### config.mk
export PLATFORM = sky130hd
export DESIGN_NAME = mmr_top
export DESIGN_NICKNAME = d
export VERILOG_FILES = /design/src/mmr_pkg.sv /design/src/mmr_cfg_bank.sv /design/src/mmr_fixed_bank.sv /design/src/mmr_frame_latch.sv /design/src/mmr_top.sv
export SDC_FILE = /design/constraint.sdc
export NUM_CORES = 1
export LEC_CHECK = 0
export ABC_AREA = 1
export ABC_CLOCK_PERIOD_IN_PS = 32299
export BUFFER_PORTS_ARGS = -buffer_cell sky130_fd_sc_hd__buf_2
export CAP_MARGIN = 20
export CORE_MARGIN = 3
export CORE_UTILIZATION = 44
export CTS_CLUSTER_SIZE = 28
export DETAILED_ROUTE_END_ITERATION = 16
export PLACE_DENSITY = 0.7
export SKIP_LAST_GASP = 1
export SYNTH_ARGS = -nofsm -noshare
export SYNTH_HDL_FRONTEND = slang
export SYNTH_SLANG_ARGS = --single-unit
### constraint.sdc
create_clock -name clk -period 32.3 [get_ports clk]
set_input_delay 3.23 -clock clk [delete_from_list [all_inputs] [get_ports clk]]
set_output_delay 3.23 -clock clk [all_outputs]
set_load 0.1 [all_outputs]
### src/mmr_pkg.sv
/*
 * Shared types, fixed register map and lane merge for the video register block.
 * Every design file refers to these as mmr_pkg::name.
 */
package mmr_pkg;

    typedef logic [15:0] mmr_word_t;
    typedef logic [4:0]  mmr_addr_t;
    // Active low, bit 1 is the upper byte
    typedef logic [1:0]  mmr_dsn_t;
    typedef logic [5:0]  pal_pages_t;
    typedef logic [1:0]  layer_slot_t;

    // Word addresses of the fixed bank
    localparam mmr_addr_t REG_OBJ_BASE  = 5'h00;
    localparam mmr_addr_t REG_SCR1_BASE = 5'h01;
    localparam mmr_addr_t REG_SCR2_BASE = 5'h02;
    localparam mmr_addr_t REG_SCR3_BASE = 5'h03;
    localparam mmr_addr_t REG_PAL_BASE  = 5'h05;
    localparam mmr_addr_t REG_HPOS1     = 5'h06;
    localparam mmr_addr_t REG_VPOS1     = 5'h07;
    localparam mmr_addr_t REG_HPOS2     = 5'h08;
    localparam mmr_addr_t REG_VPOS2     = 5'h09;
    localparam mmr_addr_t REG_HPOS3     = 5'h0a;
    localparam mmr_addr_t REG_VPOS3     = 5'h0b;
    localparam mmr_addr_t REG_PPU_CTRL  = 5'h11;

    // A deselected lane keeps its old byte
    function automatic mmr_word_t lane_merge(input mmr_word_t old_word,
                                             input mmr_word_t new_word,
                                             input mmr_dsn_t  dsn);
        lane_merge[15:8] = dsn[1] ? old_word[15:8] : new_word[15:8];
        lane_merge[7:0]  = dsn[0] ? old_word[7:0]  : new_word[7:0];
    endfunction

endpackage

### src/mmr_cfg_bank.sv
/*
 * Register bank on the ppu2 chip select whose addresses come from a byte-wide
 * configuration shift register. A write returns the register's old value.
 */
module mmr_cfg_bank #(
    parameter int CFG_DEPTH = 16
) (
    input  logic                clk,
    input  logic                reg_rst,
    input  logic                ppu2_cs,
    input  mmr_pkg::mmr_addr_t  addr,
    input  mmr_pkg::mmr_dsn_t   dsn,
    input  mmr_pkg::mmr_word_t  cpu_dout,
    input  logic                cfg_we,
    input  logic [7:0]          cfg_data,
    output mmr_pkg::mmr_word_t  layer_ctrl,
    output mmr_pkg::mmr_word_t  prio0,
    output mmr_pkg::mmr_word_t  prio1,
    output mmr_pkg::mmr_word_t  prio2,
    output mmr_pkg::mmr_word_t  prio3,
    output mmr_pkg::pal_pages_t pal_page_en,
    output mmr_pkg::mmr_word_t  mmr_dout
);

    logic [CFG_DEPTH-1:0][7:0] cfg_sr;
    logic [5:0]                hit;
    logic                      hit_one;
    mmr_pkg::mmr_word_t        old_word;
    mmr_pkg::mmr_word_t        merged;

    // Configuration bytes, byte 0 is the newest
    always_ff @(posedge clk or posedge reg_rst) begin
        if (reg_rst) begin
            for (int i = 0; i < CFG_DEPTH; i++) begin
                cfg_sr[i] <= (i < 6) ? 8'(8'h13 + i) : 8'h00;
            end
        end else if (cfg_we) begin
            cfg_sr <= {cfg_sr[CFG_DEPTH-2:0], cfg_data};
        end
    end

    // Slot 0 is layer_ctrl, slot 5 the palette pages
    always_comb begin
        for (int i = 0; i < 6; i++) begin
            hit[i] = (addr == cfg_sr[i][4:0]);
        end
        hit_one = 1'b1;
        case (hit)
            6'b000001: old_word = layer_ctrl;
            6'b000010: old_word = prio0;
            6'b000100: old_word = prio1;
            6'b001000: old_word = prio2;
            6'b010000: old_word = prio3;
            6'b100000: old_word = {10'd0, pal_page_en};
            default: begin
                // No match, or an address claimed by two slots
                old_word = '0;
                hit_one  = 1'b0;
            end
        endcase
        merged = mmr_pkg::lane_merge(old_word, cpu_dout, dsn);
    end

    always_ff @(posedge clk or posedge reg_rst) begin
        if (reg_rst) begin
            layer_ctrl  <= '0;
            prio0       <= '1;
            prio1       <= '1;
            prio2       <= '1;
            prio3       <= '1;
            pal_page_en <= '1;
            mmr_dout    <= '0;
        end else if (ppu2_cs && hit_one) begin
            mmr_dout <= old_word;
            case (hit)
                6'b000001: layer_ctrl  <= merged;
                6'b000010: prio0       <= merged;
                6'b000100: prio1       <= merged;
                6'b001000: prio2       <= merged;
                6'b010000: prio3       <= merged;
                6'b100000: pal_page_en <= merged[5:0];
                default: ;
            endcase
        end
    end

endmodule

### src/mmr_fixed_bank.sv
/*
 * Fixed address register bank on the ppu1 chip select.
 * Holds the VRAM bases, scroll positions, palette base and PPU control, and
 * raises the palette copy request once the CPU releases the chip select.
 */
module mmr_fixed_bank (
    input  logic              clk,
    input  logic              reg_rst,
    input  logic              ppu1_cs,
    input  mmr_pkg::mmr_addr_t addr,
    input  mmr_pkg::mmr_dsn_t  dsn,
    input  mmr_pkg::mmr_word_t cpu_dout,
    output mmr_pkg::mmr_word_t obj_base,
    output mmr_pkg::mmr_word_t scr1_base,
    output mmr_pkg::mmr_word_t scr2_base,
    output mmr_pkg::mmr_word_t scr3_base,
    output mmr_pkg::mmr_word_t pal_base,
    output mmr_pkg::mmr_word_t hpos1,
    output mmr_pkg::mmr_word_t vpos1,
    output mmr_pkg::mmr_word_t hpos2,
    output mmr_pkg::mmr_word_t vpos2,
    output mmr_pkg::mmr_word_t hpos3,
    output mmr_pkg::mmr_word_t vpos3,
    output mmr_pkg::mmr_word_t ppu_ctrl,
    output logic              pal_copy
);

    mmr_pkg::mmr_word_t cur_word;
    mmr_pkg::mmr_word_t merged;
    logic               copy_pend;

    // Current value of the addressed register
    always_comb begin
        case (addr)
            mmr_pkg::REG_OBJ_BASE:  cur_word = obj_base;
            mmr_pkg::REG_SCR1_BASE: cur_word = scr1_base;
            mmr_pkg::REG_SCR2_BASE: cur_word = scr2_base;
            mmr_pkg::REG_SCR3_BASE: cur_word = scr3_base;
            mmr_pkg::REG_PAL_BASE:  cur_word = pal_base;
            mmr_pkg::REG_HPOS1:     cur_word = hpos1;
            mmr_pkg::REG_VPOS1:     cur_word = vpos1;
            mmr_pkg::REG_HPOS2:     cur_word = hpos2;
            mmr_pkg::REG_VPOS2:     cur_word = vpos2;
            mmr_pkg::REG_HPOS3:     cur_word = hpos3;
            mmr_pkg::REG_VPOS3:     cur_word = vpos3;
            mmr_pkg::REG_PPU_CTRL:  cur_word = ppu_ctrl;
            default:                cur_word = '0;
        endcase
        merged = mmr_pkg::lane_merge(cur_word, cpu_dout, dsn);
    end

    always_ff @(posedge clk or posedge reg_rst) begin
        if (reg_rst) begin
            obj_base  <= '0;
            scr1_base <= '0;
            scr2_base <= '0;
            scr3_base <= '0;
            pal_base  <= '0;
            hpos1     <= '0;
            vpos1     <= '0;
            hpos2     <= '0;
            vpos2     <= '0;
            hpos3     <= '0;
            vpos3     <= '0;
            ppu_ctrl  <= '0;
            copy_pend <= 1'b0;
            pal_copy  <= 1'b0;
        end else begin
            // pal_base is only stable after cs drops, so the copy waits for it
            pal_copy <= 1'b0;
            if (!ppu1_cs && copy_pend) begin
                pal_copy  <= 1'b1;
                copy_pend <= 1'b0;
            end
            if (ppu1_cs) begin
                case (addr)
                    mmr_pkg::REG_OBJ_BASE:  obj_base  <= merged;
                    mmr_pkg::REG_SCR1_BASE: scr1_base <= merged;
                    mmr_pkg::REG_SCR2_BASE: scr2_base <= merged;
                    mmr_pkg::REG_SCR3_BASE: scr3_base <= merged;
                    mmr_pkg::REG_PAL_BASE: begin
                        pal_base  <= merged;
                        copy_pend <= 1'b1;
                    end
                    mmr_pkg::REG_HPOS1:     hpos1     <= merged;
                    mmr_pkg::REG_VPOS1:     vpos1     <= merged;
                    mmr_pkg::REG_HPOS2:     hpos2     <= merged;
                    mmr_pkg::REG_VPOS2:     vpos2     <= merged;
                    mmr_pkg::REG_HPOS3:     hpos3     <= merged;
                    mmr_pkg::REG_VPOS3:     vpos3     <= merged;
                    mmr_pkg::REG_PPU_CTRL:  ppu_ctrl  <= merged;
                    default: ;
                endcase
            end
        end
    end

endmodule

### src/mmr_frame_latch.sv
/*
 * Copies both register banks into shadow registers at the start of vertical
 * blank and decodes the layer draw order and layer enables for the renderer.
 */
module mmr_frame_latch (
    input  logic                 clk,
    input  logic                 reg_rst,
    input  logic                 vblank,
    input  mmr_pkg::mmr_word_t   obj_base,
    input  mmr_pkg::mmr_word_t   scr1_base,
    input  mmr_pkg::mmr_word_t   scr2_base,
    input  mmr_pkg::mmr_word_t   scr3_base,
    input  mmr_pkg::mmr_word_t   pal_base,
    input  mmr_pkg::mmr_word_t   hpos1,
    input  mmr_pkg::mmr_word_t   vpos1,
    input  mmr_pkg::mmr_word_t   hpos2,
    input  mmr_pkg::mmr_word_t   vpos2,
    input  mmr_pkg::mmr_word_t   hpos3,
    input  mmr_pkg::mmr_word_t   vpos3,
    input  mmr_pkg::mmr_word_t   ppu_ctrl,
    input  mmr_pkg::mmr_word_t   layer_ctrl,
    input  mmr_pkg::mmr_word_t   prio0,
    input  mmr_pkg::mmr_word_t   prio1,
    input  mmr_pkg::mmr_word_t   prio2,
    input  mmr_pkg::mmr_word_t   prio3,
    input  mmr_pkg::pal_pages_t  pal_page_en,
    output mmr_pkg::mmr_word_t   obj_base_sh,
    output mmr_pkg::mmr_word_t   scr1_base_sh,
    output mmr_pkg::mmr_word_t   scr2_base_sh,
    output mmr_pkg::mmr_word_t   scr3_base_sh,
    output mmr_pkg::mmr_word_t   pal_base_sh,
    output mmr_pkg::mmr_word_t   hpos1_sh,
    output mmr_pkg::mmr_word_t   vpos1_sh,
    output mmr_pkg::mmr_word_t   hpos2_sh,
    output mmr_pkg::mmr_word_t   vpos2_sh,
    output mmr_pkg::mmr_word_t   hpos3_sh,
    output mmr_pkg::mmr_word_t   vpos3_sh,
    output mmr_pkg::mmr_word_t   prio0_sh,
    output mmr_pkg::mmr_word_t   prio1_sh,
    output mmr_pkg::mmr_word_t   prio2_sh,
    output mmr_pkg::mmr_word_t   prio3_sh,
    output mmr_pkg::pal_pages_t  pal_page_en_sh,
    output mmr_pkg::layer_slot_t layer_slot0,
    output mmr_pkg::layer_slot_t layer_slot1,
    output mmr_pkg::layer_slot_t layer_slot2,
    output mmr_pkg::layer_slot_t layer_slot3,
    output logic [2:0]           layer_en,
    output logic                 frame_load
);

    logic               vblank_q;
    logic               vblank_qq;
    mmr_pkg::mmr_word_t layer_ctrl_sh;
    logic               disp_en_sh;

    always_ff @(posedge clk or posedge reg_rst) begin
        if (reg_rst) begin
            vblank_q       <= 1'b0;
            vblank_qq      <= 1'b0;
            frame_load     <= 1'b0;
            obj_base_sh    <= '0;
            scr1_base_sh   <= '0;
            scr2_base_sh   <= '0;
            scr3_base_sh   <= '0;
            pal_base_sh    <= '0;
            hpos1_sh       <= '0;
            vpos1_sh       <= '0;
            hpos2_sh       <= '0;
            vpos2_sh       <= '0;
            hpos3_sh       <= '0;
            vpos3_sh       <= '0;
            prio0_sh       <= '1;
            prio1_sh       <= '1;
            prio2_sh       <= '1;
            prio3_sh       <= '1;
            pal_page_en_sh <= '1;
            layer_ctrl_sh  <= '0;
            disp_en_sh     <= 1'b0;
        end else begin
            vblank_q   <= vblank;
            vblank_qq  <= vblank_q;
            frame_load <= vblank_q && !vblank_qq;
            // One edge after vblank is first seen high
            if (vblank_q && !vblank_qq) begin
                obj_base_sh    <= obj_base;
                scr1_base_sh   <= scr1_base;
                scr2_base_sh   <= scr2_base;
                scr3_base_sh   <= scr3_base;
                pal_base_sh    <= pal_base;
                hpos1_sh       <= hpos1;
                vpos1_sh       <= vpos1;
                hpos2_sh       <= hpos2;
                vpos2_sh       <= vpos2;
                hpos3_sh       <= hpos3;
                vpos3_sh       <= vpos3;
                prio0_sh       <= prio0;
                prio1_sh       <= prio1;
                prio2_sh       <= prio2;
                prio3_sh       <= prio3;
                pal_page_en_sh <= pal_page_en;
                layer_ctrl_sh  <= layer_ctrl;
                disp_en_sh     <= ppu_ctrl[15];
            end
        end
    end

    // Draw order from the latched layer control
    assign layer_slot0 = layer_ctrl_sh[7:6];
    assign layer_slot1 = layer_ctrl_sh[9:8];
    assign layer_slot2 = layer_ctrl_sh[11:10];
    assign layer_slot3 = layer_ctrl_sh[13:12];

    // Master display enable blanks all layers
    assign layer_en = disp_en_sh ? layer_ctrl_sh[3:1] : 3'b000;

endmodule

### src/mmr_top.sv
/*
 * Top level of the video register block: fixed bank, configurable bank
 * and the vertical blank frame latch that feeds the renderer.
 */
module mmr_top (
    input  logic                 clk,
    input  logic                 reg_rst,
    input  logic                 ppu1_cs,
    input  logic                 ppu2_cs,
    input  mmr_pkg::mmr_addr_t   addr,
    input  mmr_pkg::mmr_dsn_t    dsn,
    input  mmr_pkg::mmr_word_t   cpu_dout,
    input  logic                 cfg_we,
    input  logic [7:0]           cfg_data,
    input  logic                 vblank,
    output mmr_pkg::mmr_word_t   mmr_dout,
    output logic                 pal_copy,
    output logic                 frame_load,
    output mmr_pkg::mmr_word_t   obj_base_sh,
    output mmr_pkg::mmr_word_t   scr1_base_sh,
    output mmr_pkg::mmr_word_t   scr2_base_sh,
    output mmr_pkg::mmr_word_t   scr3_base_sh,
    output mmr_pkg::mmr_word_t   pal_base_sh,
    output mmr_pkg::mmr_word_t   hpos1_sh,
    output mmr_pkg::mmr_word_t   vpos1_sh,
    output mmr_pkg::mmr_word_t   hpos2_sh,
    output mmr_pkg::mmr_word_t   vpos2_sh,
    output mmr_pkg::mmr_word_t   hpos3_sh,
    output mmr_pkg::mmr_word_t   vpos3_sh,
    output mmr_pkg::mmr_word_t   prio0_sh,
    output mmr_pkg::mmr_word_t   prio1_sh,
    output mmr_pkg::mmr_word_t   prio2_sh,
    output mmr_pkg::mmr_word_t   prio3_sh,
    output mmr_pkg::pal_pages_t  pal_page_en_sh,
    output mmr_pkg::layer_slot_t layer_slot0,
    output mmr_pkg::layer_slot_t layer_slot1,
    output mmr_pkg::layer_slot_t layer_slot2,
    output mmr_pkg::layer_slot_t layer_slot3,
    output logic [2:0]           layer_en
);

    // Bytes in the address configuration chain
    localparam int CFG_DEPTH = 16;

    mmr_pkg::mmr_word_t  obj_base, scr1_base, scr2_base, scr3_base, pal_base;
    mmr_pkg::mmr_word_t  hpos1, vpos1, hpos2, vpos2, hpos3, vpos3, ppu_ctrl;
    mmr_pkg::mmr_word_t  layer_ctrl, prio0, prio1, prio2, prio3;
    mmr_pkg::pal_pages_t pal_page_en;

    mmr_fixed_bank u_fixed (
        .clk       (clk),
        .reg_rst   (reg_rst),
        .ppu1_cs   (ppu1_cs),
        .addr      (addr),
        .dsn       (dsn),
        .cpu_dout  (cpu_dout),
        .obj_base  (obj_base),
        .scr1_base (scr1_base),
        .scr2_base (scr2_base),
        .scr3_base (scr3_base),
        .pal_base  (pal_base),
        .hpos1     (hpos1),
        .vpos1     (vpos1),
        .hpos2     (hpos2),
        .vpos2     (vpos2),
        .hpos3     (hpos3),
        .vpos3     (vpos3),
        .ppu_ctrl  (ppu_ctrl),
        .pal_copy  (pal_copy)
    );

    mmr_cfg_bank #(
        .CFG_DEPTH (CFG_DEPTH)
    ) u_cfg (
        .clk         (clk),
        .reg_rst     (reg_rst),
        .ppu2_cs     (ppu2_cs),
        .addr        (addr),
        .dsn         (dsn),
        .cpu_dout    (cpu_dout),
        .cfg_we      (cfg_we),
        .cfg_data    (cfg_data),
        .layer_ctrl  (layer_ctrl),
        .prio0       (prio0),
        .prio1       (prio1),
        .prio2       (prio2),
        .prio3       (prio3),
        .pal_page_en (pal_page_en),
        .mmr_dout    (mmr_dout)
    );

    mmr_frame_latch u_latch (
        .clk            (clk),
        .reg_rst        (reg_rst),
        .vblank         (vblank),
        .obj_base       (obj_base),
        .scr1_base      (scr1_base),
        .scr2_base      (scr2_base),
        .scr3_base      (scr3_base),
        .pal_base       (pal_base),
        .hpos1          (hpos1),
        .vpos1          (vpos1),
        .hpos2          (hpos2),
        .vpos2          (vpos2),
        .hpos3          (hpos3),
        .vpos3          (vpos3),
        .ppu_ctrl       (ppu_ctrl),
        .layer_ctrl     (layer_ctrl),
        .prio0          (prio0),
        .prio1          (prio1),
        .prio2          (prio2),
        .prio3          (prio3),
        .pal_page_en    (pal_page_en),
        .obj_base_sh    (obj_base_sh),
        .scr1_base_sh   (scr1_base_sh),
        .scr2_base_sh   (scr2_base_sh),
        .scr3_base_sh   (scr3_base_sh),
        .pal_base_sh    (pal_base_sh),
        .hpos1_sh       (hpos1_sh),
        .vpos1_sh       (vpos1_sh),
        .hpos2_sh       (hpos2_sh),
        .vpos2_sh       (vpos2_sh),
        .hpos3_sh       (hpos3_sh),
        .vpos3_sh       (vpos3_sh),
        .prio0_sh       (prio0_sh),
        .prio1_sh       (prio1_sh),
        .prio2_sh       (prio2_sh),
        .prio3_sh       (prio3_sh),
        .pal_page_en_sh (pal_page_en_sh),
        .layer_slot0    (layer_slot0),
        .layer_slot1    (layer_slot1),
        .layer_slot2    (layer_slot2),
        .layer_slot3    (layer_slot3),
        .layer_en       (layer_en),
        .frame_load     (frame_load)
    );

endmodule
==> summary.txt <==
Fraction of layout cells with a size suffix above 1 - 19.1%
Power share of the clock group - 30.2%
Non-Filler Instances - 4079
Most frequent cell after synthesis - nand2_1
Comb pwr share - 29.8%
Syn_nets - 3078
Critical path class - in2reg
Setup crit start kind - primary input
Synth cell count leaders - nand2_1 (1452), dfrtp_1 (430), o21ai_0 (264), inv_1 (198), dfstp_2 (157)
Drt total wl - 79700 um
Clk sinks - 587
Die height - 246 um
Worst Hold Path Cells - 0
Antenna Nets Post-Route - 0
Post-synth EDFFs - 0
Worst-path clk slew - 60 ps
RSZ-0062 raised after global routing - no
PD cells - 81.7 nW/um^2
Top reg by flops - u_cfg.cfg_sr
Synth warn - 0
Core area - 56600 sq um
Post-CTS Repair Setup Buffers - 0
Register bit count reported by yosys - 587
Antenna diodes - 0
Final setup viols - 0
Tot GR Track Use - 26.0%
Grt ovf - 0
Hold_buf cts - 0
CTS tree - built
Slew Limit Fails - 0
# IOs - 312
Relative slew slack - 30.4%
DR vias/cell - 5.24
Synth Area per Inst - 8.32 sq um
Final Skew - 51.8 ps
Setup TNS - 0 ps
Peak supply drop - 0.0000575 V
First-pass GRT wire length - 121000 um
CP Max Fanout - 25
CTS Buf Count - 58
Row count - 87
Setup slack on the worst flop-to-flop path - 28570 ps
Nets@finish - 3312
Synthesis-to-finish area growth - 15.9%
Seq/Total Area, Yosys - 58.9%
Synth top area share - 42.5%
Hold Startpoint - u_latch.vblank_q
Hold Path Sink - u_latch.vblank_qq
Sequential power share - 40.0%
Die width - 246 um
Clock buffer depth - 3
Iter 0 DRT Violations - 2587
Worst-Skew Late Latency - 660 ps
Dominant cell type by area after synthesis - dfrtp_1
Vias in the first global route - 20.0k
CP endpoint kind - flop
Worst-Margin Slew - 1040 ps
Final Hold Viols - 0
Via Count - 21.4k
Critical Path AT - 6960 ps
Synth async-reset ratio - 100%
# resized after CTS - 0
Power Internal - 1410 uW
Post-synthesis instance area - 25300 sq um
Max Clk Rate - 156 MHz
Status - finished clean
Worst Reg2Reg Path Length in Cells - 14
Initial antenna violation count - 1
Primary FF master, synth - dfrtp_1
Pre-Repair DR Iteration Count - 7
Largest net degree at the start of global routing - 197
I/O Buffers - 308
Global placement routability congestion - 0.895
Synth area leaders - dfrtp_1 (43%), nand2_1 (22%), dfstp_2 (16%), o21ai_0 (5.2%), inv_1 (2.9%)
Root Buffer - clkbuf_16
Max-cap check violation count - 0
Max reg flops - 30
Htree depth - 2
Post-synth cell types - 39
Dpl hpwl - 54400 um
Sw power - 989 uW
Synth Instances - 3041
Starting Density - 44.7%
Critical R2R Launch - u_cfg.cfg_sr[0]
Leakage - 0.0152 uW
Placed cell count - 3970
Critical Path RT - 32850 ps
Min-Delay Path Class - reg2reg
Per-cell routed wire length - 19.5 um
Final period utilization - 19.8%
Die Area - 60400 sq um
DRC Markers - 0
Net Sw Frac - 41.2%
Fin crit period - 6400 ps
R2R Path End - u_cfg.prio3[4]
cell families after synthesis:
| kind of cell | share of synthesized area (%) |
|---|---|
| AOI/OAI and AO/OA | 7.37 |
| buffers and inverters | 6.16 |
| muxes | 0.134 |
| xor gates and xnor gates | 0.277 |
| and+or+nand+nor | 27.2 |
| DFF | 58.9 |
how the worst max path moves through the flow:
stage,from,to,slack (ps),cells past startpoint
2_1_floorplan,reg_rst,u_cfg.cfg_sr[11],12900,1
3_3_place_gp,addr[4],u_fixed.hpos1[6],25470,12
3_5_place_dp,addr[4],u_fixed.hpos1[9],25380,12
4_1_cts,addr[4],u_fixed.pal_base[9],26010,12
5_1_grt,addr[0],u_fixed.hpos1[9],25750,13
6_report,addr[3],u_fixed.pal_base[9],25900,13
placed cells by master (no fill, tap or decap), types with 6 or more instances in the layout:
cell / Yosys / final
nand3_1: 108 / 108
nor2_4: 8 / 9
nand3_2: 8 / 8
clkbuf_8: 0 / 14
nor3_1: 9 / 8
a21oi_1: 15 / 15
nor2_1: 108 / 105
clkinv_2: 0 / 7
dfrtp_1: 430 / 430
o21ai_1: 10 / 10
buf_4: 21 / 20
o211ai_1: 9 / 9
clkbuf_16: 0 / 60
o221ai_1: 8 / 8
buf_2: 42 / 308
nand2_2: 10 / 10
dfstp_2: 157 / 157
a31oi_1: 9 / 9
xnor2_1: 6 / 6
clkinv_1: 12 / 11
o22ai_1: 26 / 26
o21ai_0: 264 / 264
inv_2: 6 / 6
o2111ai_1: 6 / 6
inv_1: 198 / 197
nand2_1: 1452 / 1452
clkbuf_1: 84 / 15
bufinv_16: 0 / 6
critical path, cell delays in order:
cell     delay, ps
buf_2          250
inv_2          160
nor2_1         220
nand3_1        640
nand2_1        220
nor3_1          60
nand2_1        740
inv_1          320
nand2_1        200
nand3_1        120
nand2_1        540
nand2_1        100
o21ai_0        130
power by group through the flow:
| stage | registers, uW | clock network [uW] | logic (uW) |
|---|---|---|---|
| 2_1_floorplan | 1340 | 0 | 188 |
| 3_3_place_gp | 966 | 0 | 704 |
| 3_5_place_dp | 969 | 0 | 711 |
| 4_1_cts | 958 | 733 | 714 |
| 5_1_grt | 972 | 767 | 751 |
| 6_report | 959 | 724 | 713 |
per-stage QoR:
stage / setup WS [ps] / utilization [%] / total power (uW) / hold slack, ps / area [sq um]
6_report: 25900 / 51.8 / 2400 / 375 / 29300
5_1_grt: 25750 / 51.8 / 2490 / 409 / 29300
4_1_cts: 26010 / 51.8 / 2400 / 373 / 29300
3_5_place_dp: 25380 / 48.1 / 1680 / 360 / 27200
3_3_place_gp: 25470 / 48.1 / 1670 / 358 / 27200
2_1_floorplan: 12900 / - / 1530 / 354 / 25300
routing by layer:
layer  vias up  track usage [%]  share of wire [%]
met5         -                0              0.013
met4         2             7.36                2.8
met3       130             5.18                9.7
met2      1027             40.1                 45
met1     10281             37.6                 42
li1       9927                -                  -
layout make-up:
cell class / instances / area, sq um
fill: 5299 / 27300
sequential: 587 / 14900
multi-input combinational: 2082 / 8860
clock buffer: 89 / 1750
timing repair buffer: 330 / 1730
tap: 756 / 946
inverter: 216 / 826
clock inverter: 19 / 319
(Power assumes the default switching activity.)
